File: src/rtl/mult_pkg.sv
package mult_pkg;

  // Operand and datapath widths
  localparam int WORD_BITS  = 64;
  localparam int NUM_STAGES = 4;
  localparam int SLICE_BITS = WORD_BITS / NUM_STAGES; // Multiplier bits per stage

  localparam int NUM_ROB  = 32;
  localparam int ROB_BITS = $clog2(NUM_ROB);
  localparam int NUM_PR   = 64;
  localparam int PR_BITS  = $clog2(NUM_PR);
  localparam int LIT_BITS = 8;

  typedef logic [WORD_BITS-1:0] word_t;
  typedef logic [ROB_BITS-1:0]  rob_idx_t;
  typedef logic [PR_BITS-1:0]   phys_reg_t;
  typedef logic [LIT_BITS-1:0]  lit_t;

  // Source of operand B
  typedef enum logic [0:0] {
    OPB_IS_REGB = 1'b0,
    OPB_IS_IMM  = 1'b1
  } opb_select_e;

  // True when an entry lies between the rollback point and the ROB tail,
  // both ends included. Distances wrap with the ROB index width.
  function automatic logic rob_squashed(
    input logic     rollback_en,
    input rob_idx_t entry_idx,
    input rob_idx_t rollback_idx,
    input rob_idx_t tail_idx
  );
    rob_idx_t entry_dist;
    rob_idx_t tail_dist;
    entry_dist = entry_idx - rollback_idx;
    tail_dist  = tail_idx - rollback_idx;
    return rollback_en && (entry_dist <= tail_dist);
  endfunction

endpackage

File: src/rtl/mult_lane_if.sv
interface mult_lane_if;

  logic                 valid;
  mult_pkg::word_t      product;  // Partial sum so far
  mult_pkg::word_t      mplier;   // Remaining multiplier bits
  mult_pkg::word_t      mcand;    // Multiplicand aligned to next slice
  mult_pkg::rob_idx_t   rob_idx;
  mult_pkg::phys_reg_t  dest_tag;

  modport source (
    output valid,
    output product,
    output mplier,
    output mcand,
    output rob_idx,
    output dest_tag
  );

  modport sink (
    input valid,
    input product,
    input mplier,
    input mcand,
    input rob_idx,
    input dest_tag
  );

endinterface

File: src/rtl/mult_stage.sv
module mult_stage (
  input  logic                clock,
  input  logic                reset,
  input  logic                advance,
  input  logic                rollback_en,
  input  mult_pkg::rob_idx_t  rollback_rob_idx,
  input  mult_pkg::rob_idx_t  rob_tail_idx,
  mult_lane_if.sink           up,
  mult_lane_if.source         down
);

  logic                 valid_q;
  mult_pkg::word_t      product_q;
  mult_pkg::word_t      mplier_q;
  mult_pkg::word_t      mcand_q;
  mult_pkg::rob_idx_t   rob_idx_q;
  mult_pkg::phys_reg_t  dest_tag_q;

  logic [mult_pkg::SLICE_BITS-1:0] slice;
  mult_pkg::word_t                 partial;
  mult_pkg::word_t                 next_product;
  logic                            next_valid;
  mult_pkg::rob_idx_t              next_rob_idx;
  logic                            squash;

  assign slice        = up.mplier[mult_pkg::SLICE_BITS-1:0];
  assign partial      = slice * up.mcand; // Low word only
  assign next_product = up.product + partial;

  // Squash looks at whatever this stage will hold after the edge
  assign next_valid   = advance ? up.valid : valid_q;
  assign next_rob_idx = advance ? up.rob_idx : rob_idx_q;
  assign squash       = mult_pkg::rob_squashed(rollback_en, next_rob_idx,
                                               rollback_rob_idx, rob_tail_idx);

  always_ff @(posedge clock) begin
    if (reset) begin
      valid_q <= 1'b0;
    end else begin
      valid_q <= next_valid && !squash;
    end
  end

  always_ff @(posedge clock) begin
    if (advance) begin
      product_q  <= next_product;
      mplier_q   <= up.mplier >> mult_pkg::SLICE_BITS;
      mcand_q    <= up.mcand << mult_pkg::SLICE_BITS;
      rob_idx_q  <= up.rob_idx;
      dest_tag_q <= up.dest_tag;
    end
  end

  assign down.valid    = valid_q;
  assign down.product  = product_q;
  assign down.mplier   = mplier_q;
  assign down.mcand    = mcand_q;
  assign down.rob_idx  = rob_idx_q;
  assign down.dest_tag = dest_tag_q;

endmodule

File: src/flat_wrapper.sv
// flat-port wrapper written by rule: the top's interface ports become plain ports
module mult_stage_flat 
  (clock, reset, advance, rollback_en, rollback_rob_idx, rob_tail_idx, up_valid, up_product, up_mplier, up_mcand, up_rob_idx, up_dest_tag, down_valid, down_product, down_mplier, down_mcand, down_rob_idx, down_dest_tag);
  mult_lane_if up_i ();
  mult_lane_if down_i ();
  input  logic clock;
  input  logic reset;
  input  logic advance;
  input  logic rollback_en;
  input  mult_pkg::rob_idx_t rollback_rob_idx;
  input  mult_pkg::rob_idx_t rob_tail_idx;
  input wire logic [$bits(up_i.valid)-1:0] up_valid;
  input wire logic [$bits(up_i.product)-1:0] up_product;
  input wire logic [$bits(up_i.mplier)-1:0] up_mplier;
  input wire logic [$bits(up_i.mcand)-1:0] up_mcand;
  input wire logic [$bits(up_i.rob_idx)-1:0] up_rob_idx;
  input wire logic [$bits(up_i.dest_tag)-1:0] up_dest_tag;
  output wire logic [$bits(down_i.valid)-1:0] down_valid;
  output wire logic [$bits(down_i.product)-1:0] down_product;
  output wire logic [$bits(down_i.mplier)-1:0] down_mplier;
  output wire logic [$bits(down_i.mcand)-1:0] down_mcand;
  output wire logic [$bits(down_i.rob_idx)-1:0] down_rob_idx;
  output wire logic [$bits(down_i.dest_tag)-1:0] down_dest_tag;
  assign up_i.valid = up_valid;
  assign up_i.product = up_product;
  assign up_i.mplier = up_mplier;
  assign up_i.mcand = up_mcand;
  assign up_i.rob_idx = up_rob_idx;
  assign up_i.dest_tag = up_dest_tag;
  assign down_valid = down_i.valid;
  assign down_product = down_i.product;
  assign down_mplier = down_i.mplier;
  assign down_mcand = down_i.mcand;
  assign down_rob_idx = down_i.rob_idx;
  assign down_dest_tag = down_i.dest_tag;
  mult_stage u_core (.clock(clock), .reset(reset), .advance(advance), .rollback_en(rollback_en), .rollback_rob_idx(rollback_rob_idx), .rob_tail_idx(rob_tail_idx), .up(up_i), .down(down_i));
endmodule
File: config.mk
export PLATFORM = sky130hd
export DESIGN_NAME = mult_stage_flat
export DESIGN_NICKNAME = d
export VERILOG_FILES = /design/src/rtl/mult_pkg.sv /design/src/rtl/mult_lane_if.sv /design/src/rtl/mult_stage.sv /design/src/flat_wrapper.sv
export SDC_FILE = /design/constraint.sdc
export NUM_CORES = 2
export LEC_CHECK = 0
export ABC_AREA = 1
export BUFFER_PORTS_ARGS = -buffer_cell sky130_fd_sc_hd__buf_2
export CAP_MARGIN = 15
export CORE_MARGIN = 1.5
export CORE_UTILIZATION = 62
export CTS_BUF_LIST = sky130_fd_sc_hd__clkbuf_16
export CTS_CLUSTER_DIAMETER = 50
export CTS_CLUSTER_SIZE = 12
export DETAILED_ROUTE_END_ITERATION = 8
export GPL_ROUTABILITY_DRIVEN = 1
export GPL_TIMING_DRIVEN = 0
export MAX_ROUTING_LAYER = met4
export PLACE_DENSITY = 0.88
export REMOVE_ABC_BUFFERS = 1
export SYNTH_ARGS = -nofsm -noshare
export SYNTH_HDL_FRONTEND = slang
export SYNTH_SLANG_ARGS = --single-unit
File: constraint.sdc
create_clock -name clock -period 8 [get_ports clock]
set_input_delay 0.8 -clock clock [delete_from_list [all_inputs] [get_ports clock]]
set_output_delay 0.8 -clock clock [all_outputs]
set_load 0.05 [all_outputs]
; Yosys cells after proc, flatten, opt, wreduce, memory -nomap -nowiden
; Cells that the tools add are included.
[word_totals]
register_bits = 172
in_bits = 218
out_inout_bits = 204
word_cells = 16
[classes]
add_sub_neg = 3
multipliers = 1
order_cmp = 1
muxes = 2
n_reduce_logical = 3
[ops]
columns = op, n
row1 = adder 64 bit, 1
row2 = multiplier 16 x 64 -> 64 bit, 1
row3 = subtractor 5 bit, 2
row4 = less-or-equal comparator 5 bit, 1
row5 = two-way mux 5 bit, 1
row6 = logical AND 1 bit, 2
row7 = zero test 1 bit, 1
row8 = two-way mux 1 bit, 1

; Depth between registers and ports, before layout
[logic_depth]
word_depth = 6
mapped_depth = 29
depth_no_buf = 27

; Least setup slack after synthesis
; OpenSTA, ideal clock, no wires.
[synth_path]
kind = input-to-reg
start = input port up_mplier[4]
end = register u_core.product_q[62], in the netlist u_core.down.product[62], data pin
t_arrival_ns = 6.036
setup_slack_ns = 1.712
stages = 25
path_cell_list = clkbuf_1 -> clkbuf_1 -> buf_1 -> nand2_1 -> fa_1 -> inv_1 -> fa_1 -> inv_1 -> fa_1 -> inv_1 -> fa_1 -> fa_1 -> inv_1 -> fa_1 -> inv_1 -> ha_1 -> inv_1 -> o21ai_0 -> or2_2 -> nor2_1 -> o21ai_0 -> a21oi_1 -> nand2_1 -> nand2_1 -> nand2_1
[synth_between]
elab_chain_len = 2
[synth_lines]
columns = item, line_no
row1 = start: declaration, flat_wrapper.sv:14  ; input wire logic [$bits(up_i.mplier)-1:0] up_mplier;
row2 = multiplier 16 x 64 -> 64 bit, mult_stage.sv:27  ; assign partial = slice * up.mcand;
row3 = adder 64 bit, mult_stage.sv:28  ; assign next_product = up.product + partial;
row4 = via u_core.next_product[62], mult_stage.sv:21  ; mult_pkg::word_t next_product;
row5 = end signal: assignment, mult_stage.sv:46  ; product_q <= next_product;
row6 = end: declaration, mult_stage.sv:13  ; mult_pkg::word_t product_q;
; The timed path passes the listed nets, and every way through them passes these cells.
; A chain may end at the register's enable or synchronous reset.

; Worst setup path after layout
[layout_path]
start = input port up_mplier[2]
end = register u_core.product_q[47], in the netlist u_core.down.product[47], data pin
; Same word-level chain as after synthesis.

==> impl_results.md <==
- Worst setup SP type: input port
- Register Area: 5100 sq um
- Via count: 29450
- Kind of cell with the highest combined delay on the critical path: adder cells
- Register area share after synthesis: 13.9%
- Maximum number of pins on one net before global-route repair: 124
- Routed wire length: 99.6 mm
- CTS tree: built
- Placeable core region: 58100 sq um
- Class of the worst hold path: in2reg
- Via-to-Cell Ratio: 5.36
- Syn avg cell area: 8.14 sq um
- Area fraction of the dominant cell type after synthesis: 44.5%
- Post-cts sizing count: 0
- Clock root buffer: sky130_fd_sc_hd__clkbuf_16
- Actual transition at the worst max-transition pin: 1.24 ns
- Length of routed wiring on met1: 35.3 mm
- Critical Path Max Stage Delay: 0.62 ns
- Post-DP HPWL: 81.8 mm
- Count of state elements after synthesis: 172
- Post-synthesis share of cell area spent on and, or, nand and nor gates: 16.1%
- Final Hold Fails: 0
- Global-route wire length before repair: 160 mm
- Upper clock frequency limit: 0.144 GHz
- Start-to-end type of the worst setup path: in2reg
- Effective utilization at floorplan: 63.1%
- # diodes: 0
- Fill cell count: 4498
- Fraction of the cycle the final worst path needs: 87.0%
- Die area: 60700 sq um
- Xor/xnor cell area share of the yosys netlist: 1.41%
- Post-synth top area cell: sky130_fd_sc_hd__fa_1
- Synth Area in Compound Gates: 2.75%
- Rel. slew slack: 17.5%
- Arithmetic-cell share of the synthesized area counting full adders, half adders and majority gates: 48.4%
- Worst path cell trace: buf_2 > buf_12 > nand2_1 > fa_1 > inv_1 > fa_1 > inv_1 > fa_1 > inv_1 > fa_1 > fa_1 > inv_1 > fa_1 > inv_1 > ha_1 > nand2_1 > nor2_1 > inv_1 > nor2_1 > nand2_1 > inv_1 > nand3_1 > nand2_1 > xor2_1
- IO Port Bufs: 389
- Gr ovfl total: 0
- Commonest cells after routing, fill and taps aside: 1420 x sky130_fd_sc_hd__inv_1, 1222 x sky130_fd_sc_hd__nand2_1, 816 x sky130_fd_sc_hd__fa_1, 388 x sky130_fd_sc_hd__buf_2, 166 x sky130_fd_sc_hd__edfxtp_1
- Multiplexer area fraction after synthesis: 0%
- Max-cap check violation count: 0
- Number of buffers added for setup after CTS: 0
- Fraction of layout instances using a drive strength above 1: 10.1%
- Source-to-sink clock delay at the later pin of the worst-skew pair: 0.52 ns
- WL met2: 49.5 mm
- Vias in the first global route: 31919
- Layout area overhead: 7.92%
- CP max-delay cell: sky130_fd_sc_hd__buf_2
- Data arrival at the endpoint of the critical path: 7.24 ns
- Final Slew Violations: 0
- Number of hold buffers added after cts: 0
- Met3 Wirelength: 9.87 mm
- Antenna-violating nets left: 0
- CP max FO: 35
- Total clock buffers created by CTS: 17
- Final setup viols: 0
- Placer congestion estimate: 1.00
- Die width: 246 microns
- Detailed router's first-iteration violation count: 2325
- CP Data Required Time: 8.28 ns
- Height of the chip: 246 microns
- Cell area after synthesis: 36700 sq um
- Remaining DRCs: 0
- Boundary pin count: 422
- Post-detailed-route wirelength per cell: 18.1 microns
- Most common cell after layout, fill and taps aside: sky130_fd_sc_hd__inv_1
- Total Routing Usage GR: 35.7%
- Top layer reached by signal wires: met4
- Number of unique standard cell types used by synthesis: 40
- Total number of H-tree levels: 4
- Row count: 88
- Crit-path most repeated cell: sky130_fd_sc_hd__inv_1
- Count of synthesis-stage warnings from yosys: 0
- Max Clock Skew: 0.00478 ns
- Crit path buf inv count: 9
- Clock-pin slew of the registers on the worst-case setup and hold paths: 0.08 ns
- Min Tclk post-route: 6.96 ns
- Cell count after synthesis: 4506
- Initial antenna violation count: 0
- Deepest clock path buffer count: 2
- Clk sink count: 172
- Number of iterations in the first detailed-routing pass: 6
- Layout Nets: 5866
- Largest family of logic cells by synthesized area: adder cells
- Status: finished clean
- Setup repair after global routing missed its margin: false
- Multi-input gate area in the final layout: 25300 sq um
- Setup Total Neg Slack: 0 ns
- Leading post-synthesis cells by cell area: sky130_fd_sc_hd__fa_1 45%, sky130_fd_sc_hd__inv_1 15%, sky130_fd_sc_hd__edfxtp_1 14%
- CP Capture Type: flip-flop
==> cell usage after synthesis, drive strengths merged <==
cell type	number
a21boi	1
a21o	7
a21oi	93
a221oi	1
a31oi	6
and3	1
buf	67
clkbuf	173
conb	1
dfxtp	6
edfxtp	166
fa	816
ha	113
inv	1433
nand2	1228
nand3	84
nand3b	5
nand4	18
nor2	132
nor3	11
nor4	5
nor4b	1
o211ai	2
o21a	4
o21ai	54
o21bai	16
or2	3
xnor2	14
xor2	45
==> sequential cells by signal, summed over array words and instances, names as in the netlist <==
register / count
u_core.down.valid: 1
u_core.down.mcand: 48
u_core.down.mplier: 48
u_core.down.dest_tag: 6
u_core.down.rob_idx: 5
u_core.down.product: 64
==> worst paths after layout <==
kind | from | endpoint | slack, ns | depth (start not counted)
min reg2reg | u_core.down.valid | u_core.down.valid | 0.47 | 2
max | up_mplier[2] | u_core.down.product[47] | 1.04 | 24
min | reset | u_core.down.valid | 0.44 | 2
max reg2reg | u_core.down.rob_idx[0] | u_core.down.valid | 5.48 | 11
==> per-layer routing <==
metal  global-route usage, %  vias up
met3                    7.15      396
met5                       -        -
li1                        -    12916
met2                    59.4     1719
met1                    41.6    14419
met4                    17.0        0
==> final cells by class <==
cell class	count	area share, %
multi-input combinational	2692	63.9
inverter	1433	13.6
sequential	172	12.9
timing repair buffer	403	5.67
tap	765	2.42
clock buffer	17	1.07
clock inverter	15	0.502
==> stage by stage <==
| step | cell area (sq um) | hold slack, ns | setup slack, ns | util (%) | cells |
|---|---|---|---|---|---|
| floorplan | 35800 | 0.690 | 2.41 | - | 4297 |
| global placement | 38700 | 0.461 | 0.414 | 66.5 | 5451 |
| detailed placement | 38900 | 0.461 | 0.599 | 66.9 | 5461 |
| CTS | 39500 | 0.408 | 1.10 | 68.0 | 5493 |
| global route | 39600 | 0.436 | 0.791 | 68.1 | 5497 |
| finish | 39600 | 0.437 | 1.04 | 68.1 | 5497 |
==> cells by family (layout without fill, tap and decap cells) <==
family | after synthesis | count (layout)
buf+inv | 1673 | 1868
simple gates | 1488 | 1488
fa+ha+maj | 929 | 929
compound gates | 184 | 184
flops | 172 | 172
xor+xnor | 59 | 59
other cells | 1 | 32
Power is not shown: default switching activity piles up to over one toggle a cycle in this logic, so the estimate is an artifact.
