<file path="src/rtl/mult_pkg.sv">
package mult_pkg;

  // Operand and datapath widths
  localparam int WORD_BITS  = 64;
  localparam int NUM_STAGES = 4;
  localparam int SLICE_BITS = WORD_BITS / NUM_STAGES; // Multiplier bits per stage

  localparam int NUM_ROB  = 32;
  localparam int ROB_BITS = $clog2(NUM_ROB);
  localparam int NUM_PR   = 64;
  localparam int PR_BITS  = $clog2(NUM_PR);
  localparam int LIT_BITS = 8;

  typedef logic [WORD_BITS-1:0] word_t;
  typedef logic [ROB_BITS-1:0]  rob_idx_t;
  typedef logic [PR_BITS-1:0]   phys_reg_t;
  typedef logic [LIT_BITS-1:0]  lit_t;

  // Source of operand B
  typedef enum logic [0:0] {
    OPB_IS_REGB = 1'b0,
    OPB_IS_IMM  = 1'b1
  } opb_select_e;

  // True when an entry lies between the rollback point and the ROB tail,
  // both ends included. Distances wrap with the ROB index width.
  function automatic logic rob_squashed(
    input logic     rollback_en,
    input rob_idx_t entry_idx,
    input rob_idx_t rollback_idx,
    input rob_idx_t tail_idx
  );
    rob_idx_t entry_dist;
    rob_idx_t tail_dist;
    entry_dist = entry_idx - rollback_idx;
    tail_dist  = tail_idx - rollback_idx;
    return rollback_en && (entry_dist <= tail_dist);
  endfunction

endpackage

</file>
<file path="src/rtl/mult_lane_if.sv">
interface mult_lane_if;

  logic                 valid;
  mult_pkg::word_t      product;  // Partial sum so far
  mult_pkg::word_t      mplier;   // Remaining multiplier bits
  mult_pkg::word_t      mcand;    // Multiplicand aligned to next slice
  mult_pkg::rob_idx_t   rob_idx;
  mult_pkg::phys_reg_t  dest_tag;

  modport source (
    output valid,
    output product,
    output mplier,
    output mcand,
    output rob_idx,
    output dest_tag
  );

  modport sink (
    input valid,
    input product,
    input mplier,
    input mcand,
    input rob_idx,
    input dest_tag
  );

endinterface

</file>
<file path="src/rtl/mult_result.sv">
module mult_result (
  input  logic                 clock,
  input  logic                 reset,
  mult_lane_if.sink            lane,
  input  logic                 cdb_grant,
  input  logic                 rollback_en,
  input  mult_pkg::rob_idx_t   rollback_rob_idx,
  input  mult_pkg::rob_idx_t   rob_tail_idx,
  output logic                 advance,
  output logic                 done,
  output mult_pkg::word_t      result,
  output mult_pkg::rob_idx_t   result_rob_idx,
  output mult_pkg::phys_reg_t  result_dest_tag
);

  logic                 held_q;
  mult_pkg::word_t      result_q;
  mult_pkg::rob_idx_t   rob_idx_q;
  mult_pkg::phys_reg_t  dest_tag_q;

  logic                 next_held;
  mult_pkg::rob_idx_t   next_rob_idx;
  logic                 squash;

  // Whole pipeline moves only if this slot is free or leaving
  assign advance = !held_q || cdb_grant;

  assign next_held    = advance ? lane.valid : held_q;
  assign next_rob_idx = advance ? lane.rob_idx : rob_idx_q;
  assign squash       = mult_pkg::rob_squashed(rollback_en, next_rob_idx,
                                               rollback_rob_idx, rob_tail_idx);

  always_ff @(posedge clock) begin
    if (reset) begin
      held_q <= 1'b0;
    end else begin
      held_q <= next_held && !squash;
    end
  end

  always_ff @(posedge clock) begin
    if (advance) begin
      result_q   <= lane.product; // Final partial sum is the product
      rob_idx_q  <= lane.rob_idx;
      dest_tag_q <= lane.dest_tag;
    end
  end

  // Offered to the bus until granted
  assign done            = held_q;
  assign result          = result_q;
  assign result_rob_idx  = rob_idx_q;
  assign result_dest_tag = dest_tag_q;

endmodule

</file>
<file path="src/flat_wrapper.sv">
// flat-port wrapper written by rule: the top's interface ports become plain ports
module mult_result_flat 
  (clock, reset, cdb_grant, rollback_en, rollback_rob_idx, rob_tail_idx, advance, done, result, result_rob_idx, result_dest_tag, lane_valid, lane_product, lane_mplier, lane_mcand, lane_rob_idx, lane_dest_tag);
  mult_lane_if lane_i ();
  input  logic clock;
  input  logic reset;
  input  logic cdb_grant;
  input  logic rollback_en;
  input  mult_pkg::rob_idx_t rollback_rob_idx;
  input  mult_pkg::rob_idx_t rob_tail_idx;
  output logic advance;
  output logic done;
  output mult_pkg::word_t result;
  output mult_pkg::rob_idx_t result_rob_idx;
  output mult_pkg::phys_reg_t result_dest_tag;
  input wire logic [$bits(lane_i.valid)-1:0] lane_valid;
  input wire logic [$bits(lane_i.product)-1:0] lane_product;
  input wire logic [$bits(lane_i.mplier)-1:0] lane_mplier;
  input wire logic [$bits(lane_i.mcand)-1:0] lane_mcand;
  input wire logic [$bits(lane_i.rob_idx)-1:0] lane_rob_idx;
  input wire logic [$bits(lane_i.dest_tag)-1:0] lane_dest_tag;
  assign lane_i.valid = lane_valid;
  assign lane_i.product = lane_product;
  assign lane_i.mplier = lane_mplier;
  assign lane_i.mcand = lane_mcand;
  assign lane_i.rob_idx = lane_rob_idx;
  assign lane_i.dest_tag = lane_dest_tag;
  mult_result u_core (.clock(clock), .reset(reset), .lane(lane_i), .cdb_grant(cdb_grant), .rollback_en(rollback_en), .rollback_rob_idx(rollback_rob_idx), .rob_tail_idx(rob_tail_idx), .advance(advance), .done(done), .result(result), .result_rob_idx(result_rob_idx), .result_dest_tag(result_dest_tag));
endmodule
</file>
<file path="config.mk">
export PLATFORM = sky130hd
export DESIGN_NAME = mult_result_flat
export DESIGN_NICKNAME = d
export VERILOG_FILES = /design/src/rtl/mult_pkg.sv /design/src/rtl/mult_lane_if.sv /design/src/rtl/mult_result.sv /design/src/flat_wrapper.sv
export SDC_FILE = /design/constraint.sdc
export NUM_CORES = 1
export LEC_CHECK = 0
export CORE_AREA = 2 2 116 118
export CTS_BUF_LIST = sky130_fd_sc_hd__clkbuf_8
export CTS_CLUSTER_DIAMETER = 60
export DETAILED_ROUTE_END_ITERATION = 10
export DIE_AREA = 0 0 118 120
export DONT_BUFFER_PORTS = 1
export RECOVER_POWER = 50
export SLEW_MARGIN = 30
export SYNTH_ARGS = -nofsm -noshare
export SYNTH_HDL_FRONTEND = slang
export SYNTH_SLANG_ARGS = --single-unit
export TNS_END_PERCENT = 20
</file>
<file path="constraint.sdc">
create_clock -name clock -period 7 [get_ports clock]
set_input_delay 1.05 -clock clock [delete_from_list [all_inputs] [get_ports clock]]
set_output_delay 1.05 -clock clock [all_outputs]
set_load 0.02 [all_outputs]
</file>
# Yosys cells after proc, flatten, opt, wreduce, memory -nomap -nowiden

Cells that the tools add are included.

Add/subtract/negate cells: 2
Magnitude comparators: 1
Muxes and demuxes: 2
Reductions and logical operators: 5

Operators with widths:

| kind                           | count |
|---|---|
| 5-bit subtractor               | 2 |
| 5-bit less-or-equal comparator | 1 |
| 5-bit 2-to-1 mux               | 1 |
| 1-bit logical AND              | 2 |
| 1-bit logical NOT              | 2 |
| 1-bit logical OR               | 1 |
| 1-bit 2-to-1 mux               | 1 |

Register bits after elaboration: 76
Output and inout port bits: 77
Logic and storage cells: 14

# Depth between registers and ports, before layout

Depth in word-level cells: 8
Gate-level depth with buffers: 14
Gate-level depth less buffers: 13

# Worst setup path before layout

OpenSTA, ideal clock, no wires.

Kind: input port to flip-flop
From: in cdb_grant
To: reg u_core.held_q, in the netlist u_core.done
Setup time: 134 ps
Arrival time: 3527 ps
Path slack: 3339 ps
Cell stages on the path: 14
Path buffers: 1
Path through: nand2b_4 -> buf_6 -> mux2i_1 -> ha_1 -> fa_1 -> inv_1 -> a21o_1 -> a21oi_1 -> xnor2_1 -> ha_1 -> nand4_1 -> nor2_1 -> a2111oi_0 -> a21oi_1

Word-level cells in the longest chain between the ends: 7
Elaborated cells on any way between the ends: 8
Classes of those cells: 1 x add/sub; 1 x order compare; 2 x mux; 4 x reduce/logical

Ends and longest elaborated chain:

| what                           | line               | source |
|---|---|---|
| start: declaration             | flat_wrapper.sv:7  | `input logic cdb_grant;` |
| 1-bit logical OR *             | mult_result.sv:26  | `assign advance = !held_q \|\| cdb_grant;` |
| named net advance              | flat_wrapper.sv:11 | `output logic advance;` |
| 5-bit 2-to-1 mux               | mult_result.sv:29  | `assign next_rob_idx = advance ? lane.rob_idx : rob_idx_q;` |
| 5-bit subtractor               | mult_pkg.sv:35     | `entry_dist = entry_idx - rollback_idx;` |
| 5-bit less-or-equal comparator | mult_pkg.sv:37     | `return rollback_en && (entry_dist <= tail_dist);` |
| 1-bit logical AND              | mult_pkg.sv:37     |  |
| 1-bit logical NOT              | mult_result.sv:37  | `held_q <= next_held && !squash;` |
| 1-bit logical AND *            | mult_result.sv:37  |  |
| end signal: assignment         | mult_result.sv:37  |  |
| end: declaration               | mult_result.sv:16  | `logic held_q;` |

Mark *: on every way through the listed nets, which the timed path passes. The rest lies on a longest branch.
A chain may end at the register's enable or synchronous reset.

# Worst setup path after layout

From: in cdb_grant
To: reg u_core.held_q, in the netlist u_core.done

Word-level cells in the longest chain between the ends: 7
Elaborated cells on any way between the ends: 8
Classes of those cells: 1 x add/sub; 1 x order compare; 2 x mux; 4 x reduce/logical

Ends and longest elaborated chain:

| what                           | line |
|---|---|
| 1-bit logical OR *             | mult_result.sv:26 |
| 5-bit 2-to-1 mux               | mult_result.sv:29 |
| 5-bit subtractor               | mult_pkg.sv:35 |
| 5-bit less-or-equal comparator | mult_pkg.sv:37 |
| 1-bit logical AND              | mult_pkg.sv:37 |
| 1-bit logical NOT              | mult_result.sv:37 |
| 1-bit logical AND *            | mult_result.sv:37 |

Every way passes the cells marked *; elsewhere a longest branch is shown, timed or not.

==> flow_metrics.py <==
metrics = {
    "outcome": {
        "status": "complete, but fails checks",
        "violations": "max-capacitance violations, max-slew violations",
    },
    "placement": {
        "portBuffers": 0,
        "placed_area_mm2": 0.00296,
        "gp_congestion": 0.724,
        "dpl.hpwl_um": 5470,
        "post-place-ws_ns": 2.99,
    },
    "setup_path": {
        "start_kind": "primary input",
        "reg2reg_to": "u_core.done$_SDFF_PP0_",
        "reg2regPathDepth": 13,
        "cp_max_fo": 43,
        "cpPeakStageDelay_ns": 1.61,
        "slowest_stage": "nand2b_1",
        "end_kind": "register",
        "r2r_start": "u_core.done$_SDFF_PP0_",
        "reg2reg_slack_ns": 2.49,
        "critPathBufInv": 1,
        "crit_type": "in2reg",
        "path_cells": "nand2b_1 > mux2i_1 > ha_1 > fa_1 > inv_1 > a21o_1 > a21oi_1 > xnor2_1 > ha_1 > nand4_1 > nor2_1 > a2111oi_0 > a21oi_1",
        "path_delay_family": "simple AND/OR/NAND/NOR gates",
        "arrival_ns": 5.08,
        "required_ns": 7.22,
    },
    "synth": {
        "ys_types": 21,
        "syn_nets": 370,
        "syn_inst": 137,
        "synth-seq-cells": 76,
        "mappedNetlistArea_mm2": 0.00274,
        "ys_warn_count": 0,
        "synth_area_per_cell_um2": 20.0,
        "yosysSeqAreaShare_pct": 81.1,
    },
    "detailed_routing": {
        "route.detailed.drc": 0,
        "drtAntennaViolNets": 0,
        "viasPerCell": 3.79,
        "drt-initial-drc-count": 61,
        "wl_per_cell_um": 21.0,
        "first_pass_iters": 4,
        "routed_wl_um": 7000,
        "via_count": 1267,
    },
    "cts": {
        "cts_tree": "done",
        "clk_pin_slew_ns": 0.08,
        "cts_resized": 0,
        "clk_path_buf_depth": 2,
        "clock_latency_ns": 0.35,
        "h-tree-depth": 3,
        "postCtsSetupBuffers": 0,
        "clock-root-buffer": "clkbuf_8",
        "cts.sinks": 76,
        "postCtsHoldBufs": 0,
        "cts_made_buffers": 9,
    },
    "finish": {
        "final_cell_area_mm2": 0.00314,
        "nFillCells": 1345,
        "layout-drive-gt1-share_pct": 9.80,
        "layout_common_cells": "70 x edfxtp_1, 16 x inv_1, 13 x ha_1, 9 x clkbuf_8",
        "nets": 381,
        "area_growth_pct": 14.7,
        "final_common_cell": "edfxtp_1",
    },
    "sta": {
        "slew_viol_final": 43,
        "fin_crit_ns": 4.86,
        "clock_skew_ns": 0.00880,
        "setup_viol": 0,
        "max_freq_mhz": 206,
        "worst_slew_pin_slew_ns": 2.26,
        "fin_tns_setup_ns": 0,
        "fin_crit_sh_pct": 69.4,
        "finalHoldViolations": 0,
        "rsz0062_at_grt": "no",
        "fin_ws_ns": 2.14,
        "slew_headroom_pct": -50.8,
    },
    "global_route": {
        "grtUsageMet2_pct": 12.8,
        "grt_max_degree": 44,
        "use_met1_pct": 9.42,
        "grt_first_pass_wirelength_um": 9550,
        "use_met3_pct": 13.2,
        "grt_use_total_pct": 10.2,
        "overflow": 0,
        "grt_pass1_vias": 1343,
        "antenna_found_initial": 11,
        "grt.busiest_layer": "met3",
    },
    "floorplanning": {
        "die_h_um": 120,
        "die_w_um": 118,
        "io_pins": 295,
        "die-area_mm2": 0.0142,
        "rows": 42,
        "core_mm2": 0.0130,
        "start_util_pct": 21.1,
    },
    "run": {
        "maxCapViolCount": 1,
    },
    "worst_hold_path": {
        "min_to": "u_core.result_rob_idx[3]$_DFF_P_",
        "min_from": "u_core.result_rob_idx[3]$_DFF_P_",
        "hold_path_class": "reg2reg",
        "hold_depth": 1,
    },
    "power": {
        "powerDensity_mw_per_mm2": 325,
        "vdd_drop_max_mv": 0.0725,
        "p_leak_nw": 1.18,
    },
}
## final cells by class
cell class / instances / area, um^2 / share of cell area, %
diodes: 5 / 12.5 / 0.398
clock buffers: 9 / 124 / 3.94
clock inverters: 7 / 60.1 / 1.91
inverters: 14 / 52.6 / 1.67
multi-input cells: 46 / 442 / 14.1
flip-flops and latches: 76 / 2220 / 70.8
well taps: 176 / 220 / 7.01
repair buffers: 1 / 7.51 / 0.239
## power by group
part | leakage [nW] | internal, mW | switching (mW)
clock network | 0.103 | 0.160 | 0.158
logic | 0.296 | 0.0290 | 0.0441
registers | 0.781 | 0.552 | 0.0765
total | 1.18 | 0.741 | 0.279
## Yosys cell counts
| library cell | instances | area, um^2 |
|---|---|---|
| a21oi_1 | 6 | 30.0 |
| dfxtp_1 | 6 | 120 |
| a2111oi_0 | 1 | 8.76 |
| xnor2_2 | 1 | 16.3 |
| edfxtp_1 | 70 | 2100 |
| nand2b_4 | 1 | 13.8 |
| mux2_2 | 3 | 33.8 |
| o21ai_0 | 1 | 5.00 |
| ha_1 | 13 | 163 |
| inv_1 | 14 | 52.6 |
| fa_1 | 2 | 40.0 |
| mux2_4 | 1 | 15.0 |
| nor2_1 | 1 | 3.75 |
| mux2i_1 | 1 | 10.0 |
| nand3_1 | 1 | 5.00 |
| a21o_1 | 5 | 37.5 |
| xnor2_1 | 5 | 43.8 |
| nand4_1 | 1 | 6.26 |
| xor2_1 | 2 | 17.5 |
| buf_6 | 1 | 11.3 |
| nand2_1 | 1 | 3.75 |
## registers in the layout, summed over array words and instances (netlist names)
register,cells
u_core.result_dest_tag,6
u_core.done,1
u_core.result,64
u_core.result_rob_idx,5
## cells by family (layout without fill, tap and decap cells)
logic type / after synthesis / in the layout / share of synthesized area (%)
xor gates and xnor gates: 8 / 8 / 2.83
buffers and inverters: 15 / 31 / 2.33
DFF: 76 / 76 / 81.1
muxes: 5 / 5 / 2.15
and+or+nand+nor: 5 / 5 / 1.19
other: 0 / 5 / 0
AOI/OAI and AO/OA: 13 / 13 / 2.97
adders and majority gates: 15 / 15 / 7.40
## worst max-delay path by stage
| stage | end | depth (start not counted) | start |
|---|---|---|---|
| after global placement | u_core.done$_SDFF_PP0_ | 13 | cdb_grant |
| final | u_core.done$_SDFF_PP0_ | 13 | cdb_grant |
| after CTS | u_core.done$_SDFF_PP0_ | 13 | cdb_grant |
| after detailed placement | u_core.done$_SDFF_PP0_ | 13 | cdb_grant |
| after global routing | u_core.done$_SDFF_PP0_ | 13 | cdb_grant |
| after floorplan | u_core.done$_SDFF_PP0_ | 14 | cdb_grant |
## metrics by stage
| step | instances | hold slack [ns] | utilization [%] | power [mW] |
|---|---|---|---|---|
| 2_1_floorplan | 137 | 0.614 | - | 0.687 |
| 3_3_place_gp | 313 | 0.649 | 22.8 | 0.714 |
| 3_5_place_dp | 313 | 0.661 | 22.8 | 0.715 |
| 4_1_cts | 329 | 0.688 | 24.2 | 1.04 |
| 5_1_grt | 330 | 0.702 | 24.1 | 1.07 |
| 6_report | 334 | 0.669 | 24.2 | 1.02 |
## routing by layer
layer / up-vias / share of wire [%] / wire (um)
met5: - / 0.83 / 58
met4: 8 / 1.0 / 71
met3: 17 / 23 / 1630
met2: 143 / 38 / 2630
met1: 565 / 37 / 2610
li1: 534 / - / -
Power figures use the tool's default switching activity.
