<file path="config.mk">
export PLATFORM = sky130hd
export DESIGN_NAME = mult_issue_flat
export DESIGN_NICKNAME = d
export VERILOG_FILES = /design/src/rtl/mult_pkg.sv /design/src/rtl/mult_lane_if.sv /design/src/rtl/mult_issue.sv /design/src/flat_wrapper.sv
export SDC_FILE = /design/constraint.sdc
export NUM_CORES = 1
export LEC_CHECK = 0
export BUFFER_PORTS_ARGS = -buffer_cell sky130_fd_sc_hd__buf_2
export CORE_AREA = 3 3 137 139
export DETAILED_ROUTE_END_ITERATION = 8
export DIE_AREA = 0 0 140 142
export GPL_ROUTABILITY_DRIVEN = 0
export GPL_TIMING_DRIVEN = 0
export PLACE_DENSITY = 0.39
export SLEW_MARGIN = 20
export SYNTH_ARGS = -nofsm -noshare
export SYNTH_HDL_FRONTEND = slang
export SYNTH_SLANG_ARGS = --single-unit
</file>
<file path="constraint.sdc">
create_clock -name vclk -period 1.6
set_input_delay 0.08 -clock vclk [all_inputs]
set_output_delay 0.08 -clock vclk [all_outputs]
set_load 0.005 [all_outputs]
</file>
<file path="src/rtl/mult_pkg.sv">
package mult_pkg;

  // Operand and datapath widths
  localparam int WORD_BITS  = 64;
  localparam int NUM_STAGES = 4;
  localparam int SLICE_BITS = WORD_BITS / NUM_STAGES; // Multiplier bits per stage

  localparam int NUM_ROB  = 32;
  localparam int ROB_BITS = $clog2(NUM_ROB);
  localparam int NUM_PR   = 64;
  localparam int PR_BITS  = $clog2(NUM_PR);
  localparam int LIT_BITS = 8;

  typedef logic [WORD_BITS-1:0] word_t;
  typedef logic [ROB_BITS-1:0]  rob_idx_t;
  typedef logic [PR_BITS-1:0]   phys_reg_t;
  typedef logic [LIT_BITS-1:0]  lit_t;

  // Source of operand B
  typedef enum logic [0:0] {
    OPB_IS_REGB = 1'b0,
    OPB_IS_IMM  = 1'b1
  } opb_select_e;

  // True when an entry lies between the rollback point and the ROB tail,
  // both ends included. Distances wrap with the ROB index width.
  function automatic logic rob_squashed(
    input logic     rollback_en,
    input rob_idx_t entry_idx,
    input rob_idx_t rollback_idx,
    input rob_idx_t tail_idx
  );
    rob_idx_t entry_dist;
    rob_idx_t tail_dist;
    entry_dist = entry_idx - rollback_idx;
    tail_dist  = tail_idx - rollback_idx;
    return rollback_en && (entry_dist <= tail_dist);
  endfunction

endpackage

</file>
<file path="src/rtl/mult_lane_if.sv">
interface mult_lane_if;

  logic                 valid;
  mult_pkg::word_t      product;  // Partial sum so far
  mult_pkg::word_t      mplier;   // Remaining multiplier bits
  mult_pkg::word_t      mcand;    // Multiplicand aligned to next slice
  mult_pkg::rob_idx_t   rob_idx;
  mult_pkg::phys_reg_t  dest_tag;

  modport source (
    output valid,
    output product,
    output mplier,
    output mcand,
    output rob_idx,
    output dest_tag
  );

  modport sink (
    input valid,
    input product,
    input mplier,
    input mcand,
    input rob_idx,
    input dest_tag
  );

endinterface

</file>
<file path="src/rtl/mult_issue.sv">
module mult_issue (
  input  logic                   issue_valid,
  input  mult_pkg::word_t        opa_value,
  input  mult_pkg::word_t        opb_value,
  input  mult_pkg::opb_select_e  opb_select,
  input  mult_pkg::lit_t         literal,
  input  mult_pkg::rob_idx_t     rob_idx,
  input  mult_pkg::phys_reg_t    dest_tag,
  input  logic                   advance,
  mult_lane_if.source            lane
);

  mult_pkg::word_t lit_ext;
  mult_pkg::word_t mcand;

  // Literal is zero-extended to full width
  assign lit_ext = {{(mult_pkg::WORD_BITS - mult_pkg::LIT_BITS){1'b0}}, literal};

  always_comb begin
    case (opb_select)
      mult_pkg::OPB_IS_REGB: mcand = opb_value;
      mult_pkg::OPB_IS_IMM:  mcand = lit_ext;
      default:               mcand = opb_value;
    endcase
  end

  // Only accepted operations enter the first stage
  assign lane.valid    = issue_valid && advance;
  assign lane.product  = '0;
  assign lane.mplier   = opa_value;
  assign lane.mcand    = mcand;
  assign lane.rob_idx  = rob_idx;
  assign lane.dest_tag = dest_tag;

endmodule

</file>
<file path="src/flat_wrapper.sv">
// flat-port wrapper written by rule: the top's interface ports become plain ports
module mult_issue_flat 
  (issue_valid, opa_value, opb_value, opb_select, literal, rob_idx, dest_tag, advance, lane_valid, lane_product, lane_mplier, lane_mcand, lane_rob_idx, lane_dest_tag);
  mult_lane_if lane_i ();
  input  logic issue_valid;
  input  mult_pkg::word_t opa_value;
  input  mult_pkg::word_t opb_value;
  input  mult_pkg::opb_select_e opb_select;
  input  mult_pkg::lit_t literal;
  input  mult_pkg::rob_idx_t rob_idx;
  input  mult_pkg::phys_reg_t dest_tag;
  input  logic advance;
  output wire logic [$bits(lane_i.valid)-1:0] lane_valid;
  output wire logic [$bits(lane_i.product)-1:0] lane_product;
  output wire logic [$bits(lane_i.mplier)-1:0] lane_mplier;
  output wire logic [$bits(lane_i.mcand)-1:0] lane_mcand;
  output wire logic [$bits(lane_i.rob_idx)-1:0] lane_rob_idx;
  output wire logic [$bits(lane_i.dest_tag)-1:0] lane_dest_tag;
  assign lane_valid = lane_i.valid;
  assign lane_product = lane_i.product;
  assign lane_mplier = lane_i.mplier;
  assign lane_mcand = lane_i.mcand;
  assign lane_rob_idx = lane_i.rob_idx;
  assign lane_dest_tag = lane_i.dest_tag;
  mult_issue u_core (.issue_valid(issue_valid), .opa_value(opa_value), .opb_value(opb_value), .opb_select(opb_select), .literal(literal), .rob_idx(rob_idx), .dest_tag(dest_tag), .advance(advance), .lane(lane_i));
endmodule
</file>
[After elaboration in Yosys (flattened, before gate mapping)]
Cells that the tools add are included.
Storage, ports and cells
  flip-flop bits (word level): 0
  latch bits: 0
  bits in writable memories: 0
  ROM bits: 0
  input port bits: 150
  output and inout bits: 204
  word-level logic and storage cells: 3
  memories: 0
Cells by class
  add/subtract/negate cells: 0
  $mul: 0
  div/mod/pow operators: 0
  order comparisons: 0
  equal/unequal tests: 0
  shift-type cells: 0
  muxes and demuxes: 1
  bitwise gates (word level): 1
  reduce and logical (&&, ||, !) cells: 1
Operators by type and width (count)
  $pmux 64 s2: 1
  $logic_and 1x1->1: 1
  $not 1->1: 1

[Depth between registers and ports, before layout]
Gate-level depths: netlist of run 1.
  depth after elaboration: 2
  mapped depth: 3
  depth with buffers taken out: 1

[Least setup slack after synthesis of run 1]
OpenSTA, ideal clock, no wires.
  path kind: in2out
  start point: input opb_select
  end point: output lane_mcand[4]
  data arrival time: 0.615 ns
  setup slack: 0.905 ns
  stages: 3
  buffers on the path: 2
  path through: buf_6 -> buf_8 -> mux2_4
Between the ends
  longest elaborated chain between the ends: 2
RTL lines
  start, declared: RTL line flat_wrapper.sv:8  | input mult_pkg::opb_select_e opb_select;
  $not 1->1: RTL line mult_issue.sv:20  | case (opb_select)
  $pmux 64 s2 *: RTL line mult_issue.sv:20
  end, declared: RTL line flat_wrapper.sv:16  | output wire logic [$bits(lane_i.mcand)-1:0] lane_mcand;
Mark *: on every way between the ends. The rest lies on a longest branch, timed or not.

[Worst setup path in the final report of run 1]
Same ends and word-level chain as after synthesis.

==> results.md, run 1 <==
* Cells along the critical path: buf_6 > buf_8 > mux2_4 > buf_2
* Count of pins over their slew limit at 0
* Leading cell type by number of instances after synthesis: buf_4
* Syn-to-layout area delta at 102%
* Top cells by count, synth: 139 x buf_4, 52 x nor2b_1, 5 x buf_2
* Cell types with the largest area share after synthesis: buf_4 67%, nor2b_1 21%, mux2_4 3.8%
* IR drop worst, VDD at between 0.00006 and 0.00007 V
* Largest stage delay, worst path at 290 ps
* Final antenna diode count at 0
* All-layer global routing usage at slightly below 5%
* Summed instance area of the synthesized netlist at 0.00157 mm2
* Type of the tightest min-delay check: input pin to output pin
* Fraction of final layout cells with drive strength greater than 1 at between 70% and 80%
* Lkg Pwr at around 2.0 nW
* Fraction of the cycle the final worst path needs at around 55%
* Highest clock rate at 1140 MHz
* Maximum number of pins on one net before global-route repair at 11
* Number of antenna violations at the first check in global routing at 0
* Placement Rows at just under 50
* Number of clock buffers in the layout at 0
* Nets at ~640
* CTS Hold Bufs at 0
* CORE AREA at approximately 0.018 mm2
* Number of failing hold endpoints at the final stage at 0
* Io pins at between 300 and 400
* DRC violation total after the first TritonRoute iteration at 32
* Worst Hold Launch: opa_value[25]
* Fillcell total at 2058
* Required time at the endpoint of the critical path at roughly 1500 ps
* Total Negative Setup Slacks at 0 ps
* Endpoint kind of the worst setup timing path: output pin
* Max-cap violations at 0
* Area taken by multi-input logic gates at 707 um2
* First-pass GRT wire length at slightly above 8000 um
* Area used by sequential logic in the layout at 0 um2
* Buffers inserted by post-CTS timing repair at 0
* Die footprint at just under 0.02 mm2
* Critical path origin: opb_select
* Count of cell types in the netlist at 10
* Number of cells produced by synthesis at between 200 and 250
* Mean instance size in the synthesized netlist at between 7 and 8 um2
* Vias post-DR at 1883
* Run status: finished clean
* X dimension of the die at ~140 um
* Count of nets left with antenna violations after detail routing at 0
* Cell with the largest stage delay on the worst path: mux2_4
* DRC violations left at 0
* Clock period minus final worst setup slack at approximately 900 ps
* Leading area contributor after synthesis: buf_4
* Via count normalized by instance count at approximately 2.6
* Gr ovfl total at 0
* RSZ-0062 raised after global routing: no
* Vert. Die Dim at ~140 um
* Portion of the post-synthesis area used by sequential elements at 0%
* Max FO, Critical Path at 10
* Starting Density at under 10%
* Synth Warn # at 0
* Post-detail-place hpwl at 5990 um
* Share of the synthesized area in the top cell type at about two thirds
* Layout Utilization at 17.8%
* Count of port buffers added during placement at around 210
* Number of global-route vias before repair at 1599
* Endpoint of the worst hold-timing path: lane_mplier[25]
* Data arrival time of the critical path at roughly 800 ps
* Type of the setup path with the least slack: input pin to output pin
* Total routed wirelength at roughly 6400 um
* Setup violators final at 0
* Power density over the cells at between 200 and 250 mW/mm2
* Wire length per cell after detailed routing at a little under 9 um
* Flip-flop and latch count at 0
* Count of cells resized by post-cts repair at 0
* Number of iterations in the first detailed-routing pass at 4
* Hold-critical path depth at 2
* Kind of start point of the critical path: input pin
## how the worst max path moves through the flow
stage | to | slack [ps] | cells past startpoint
after detailed placement | lane_mcand[4] | 680 | 4
after floorplan | lane_mcand[4] | 900 | 3
after CTS | lane_mcand[7] | 680 | 4
final | lane_mcand[4] | 720 | 4
after global placement | lane_mcand[7] | 670 | 4
after global routing | lane_mcand[4] | 660 | 4
## per-stage QoR
stage | hold slack (ps) | worst slack (ps) | std cells | area, um2 | total power [mW]
3_3_place_gp | 327 | 673 | 718 | 3160 | 0.706
5_1_grt | 328 | 660 | 718 | 3160 | 0.777
4_1_cts | 326 | 683 | 718 | 3160 | 0.704
2_1_floorplan | 241 | 905 | 275 | 1800 | 0.419
6_report | 325 | 722 | 718 | 3160 | 0.706
3_5_place_dp | 327 | 684 | 718 | 3160 | 0.701
## metal layers
metal	share of wire, %	routed length, um	GRT usage, %	vias up
li1	-	-	-	987
met1	31	1990	5.34	734
met2	56	3590	10.2	160
met3	12	782	1.08	2
met4	0.27	17	0.102	0
met5	0	0	0	-
## layout make-up
cell class | instances | share of cell area [%]
multi-input combinational | 129 | 22.4
timing repair buffer | 214 | 33.9
tap | 229 | 9.07
buffer | 146 | 34.7
## cells by family after synthesis
kind of cell | Yosys count | synth area share (%)
buf+inv | 146 | 69.9
mux | 8 | 6.71
other cells | 1 | 0.240
simple gates | 57 | 23.1
## power breakdown
part,internal [mW],switching [mW],leakage (nW)
Clock,0,0,0
Sequential,0,0,0
Combinational,0.460,0.246,2.03
## worst max-delay path: cells and delay by family
family / cells / cell delay [ps]
multiplexers: 1 / 290
buffers and inverters: 3 / 430
## placed cells by master, fill, tap and decap left out, drive strengths merged
master,instances
and2,1
and2b,4
conb,64
mux2,8
nor2b,52
buf,360
(Power assumes the default switching activity.)
==> run 2, diff against run 1 <==
- CORE_AREA: 3 3 137 139 -> 3 3 138 140
- DIE_AREA: 0 0 140 142 -> 0 0 141 143
- clock period: 1.6 -> 0.9 ns (I/O delays scaled with it)
==> results.md, run 2 (synthesized netlist as in run 1, its figures left out) <==
* Endpoint kind of the worst setup timing path: output pin (unchanged)
* Buffers inserted by post-CTS timing repair at 0 (unchanged)
* Count of cells resized by post-cts repair at 0 (unchanged)
* Grt met3 use at 0.335% (was 1.08%)
* Cells along the critical path: buf_6 > buf_8 > mux2_4 > buf_2 (unchanged)
* IR drop worst, VDD at 0.000116 V (was 0.0000614 V)
* Starting Density at 8.71% (was 8.80%)
* Type of the setup path with the least slack: input pin to output pin (unchanged)
* Leading cell types in the layout, fill and taps excluded: 219 x buf_2, 139 x buf_4, 64 x conb_1 (unchanged)
* Maximum number of pins on one net before global-route repair at 11 (unchanged)
* Final instance area at 0.00316 mm2 (unchanged)
* Max FO, Critical Path at 10 (unchanged)
* Fillcell total at 2045 (was 2058)
* GRT met1 Usage at 5.12% (was 5.34%)
* Clock period minus final worst setup slack at 806 ps
* Count of port buffers added during placement at 214 (unchanged)
* Area post-placement at 0.00316 mm2 (unchanged)
* CORE AREA at 0.0180 mm2 (was 0.0178 mm2)
* Final antenna diode count at 0 (unchanged)
* Number of antenna violations at the first check in global routing at 0 (unchanged)
* Total routed wirelength at 6390 um (was 6380 um)
* Power density over the cells at 398 mW/mm2 (was 223 mW/mm2)
* RSZ-0062 raised after global routing: no (unchanged)
* Largest stage delay, worst path at 290 ps (about the same)
* Via count normalized by instance count at 2.61 (was 2.62)
* Flip-flop and latch count at 0 (unchanged)
* Number of global-route vias before repair at 1499 (was 1599)
* Syn-to-layout area delta at 102% (unchanged)
* Placement Rows at 49 (unchanged)
* Count of nets left with antenna violations after detail routing at 0 (unchanged)
* Met2 GRT Util at 10.2% (about the same)
* Count of pins over their slew limit at 0 (unchanged)
* Total Negative Setup Slacks at 0 ps (unchanged)
* Type of the tightest min-delay check: input pin to output pin (unchanged)
* Critical path origin: opb_select (unchanged)
* Io pins at 354 (unchanged)
* Number of failing hold endpoints at the final stage at 0 (unchanged)
* Number of iterations in the first detailed-routing pass at 4 (unchanged)
* Run status: finished clean (unchanged)
* DRC violations left at 0 (unchanged)
* Fraction of the cycle the final worst path needs at roughly 90%
* Kind of start point of the critical path: input pin (unchanged)
* Crit-path leading delay family: buffers and inverters (unchanged)
* Commonest non-fill, non-tap cell in the layout: buf_2 (unchanged)
* Cell with the largest stage delay on the worst path: mux2_4 (unchanged)
* Global-route layer with the greatest usage: met2 (unchanged)
* DRC violation total after the first TritonRoute iteration at 27 (was 32)
* Lkg Pwr at 2.03 nW (unchanged)
* Max-cap violations at 0 (unchanged)
* CTS Hold Bufs at 0 (unchanged)
* Wire length per cell after detailed routing at 8.91 um (was 8.88 um)
* Highest clock rate at about 1200 MHz
* Nets at 641 (unchanged)
* Number of buffers and inverters on the critical path at 3 (unchanged)
* Worst hold slack at 256 ps (was 325 ps)
* Number of clock buffers in the layout at 0 (unchanged)
* Area used by sequential logic in the layout at 0 um2 (unchanged)
* Vert. Die Dim at 143 um (was 142 um)
* Die footprint at 0.0202 mm2 (was 0.0199 mm2)
* Area taken by multi-input logic gates at 707 um2 (unchanged)
* All-layer global routing usage at 4.67% (was 4.91%)
* Gr ovfl total at 0 (unchanged)
* Data arrival time of the critical path at 760 ps (was 800 ps)
* Setup violators final at 0 (unchanged)
* X dimension of the die at 141 um (was 140 um)
* Required time at the endpoint of the critical path at 850 ps (was 1520 ps)
* Worst Hold Launch: opa_value[56] (was opa_value[25])
* Post-detail-place hpwl at 6030 um (was 5990 um)
* First-pass GRT wire length at 7940 um (was 8290 um)
* Fraction of final layout cells with drive strength greater than 1 at 75.3% (unchanged)
* Vias post-DR at 1875 (was 1883)
-- run 2: where the power goes --
group | internal, mW | total (mW) | switching [mW]
registers | 0 | 0 | 0
clock network | 0 | 0 | 0
logic | 0.817 | 1.26 | 0.440
total | 0.817 | 1.26 | 0.440
-- run 2: cell type report --
type                            count  area share [%]
Buffer                            146            34.7
Timing Repair Buffer              214            33.9
Multi-Input combinational cell    129            22.4
Tap cell                          229            9.07
-- run 2: per-stage QoR --
step                      util [%]  power, mW  worst slack, ps  instances
after floorplan                  -      0.745              275        275
after global routing          17.6       1.38             46.1        718
after global placement        17.6       1.25             68.7        718
after CTS                     17.6       1.25             66.9        718
after detailed placement      17.6       1.25             68.1        718
final                         17.6       1.26             93.5        718
-- run 2: path summary, 6_finish.rpt --
| check | end | slack [ps] | cells after the start |
|---|---|---|---|
| worst max-delay path | lane_mcand[4] | 90 | 4 |
| worst min-delay path | lane_mplier[56] | 260 | 2 |
-- run 2: per-layer routing --
| metal | wire length [um] | vias up |
|---|---|---|
| li1 | - | 988 |
| met1 | 2060 | 736 |
| met2 | 3670 | 151 |
| met3 | 672 | 0 |
| met4 | 0 | 0 |
| met5 | 0 | - |
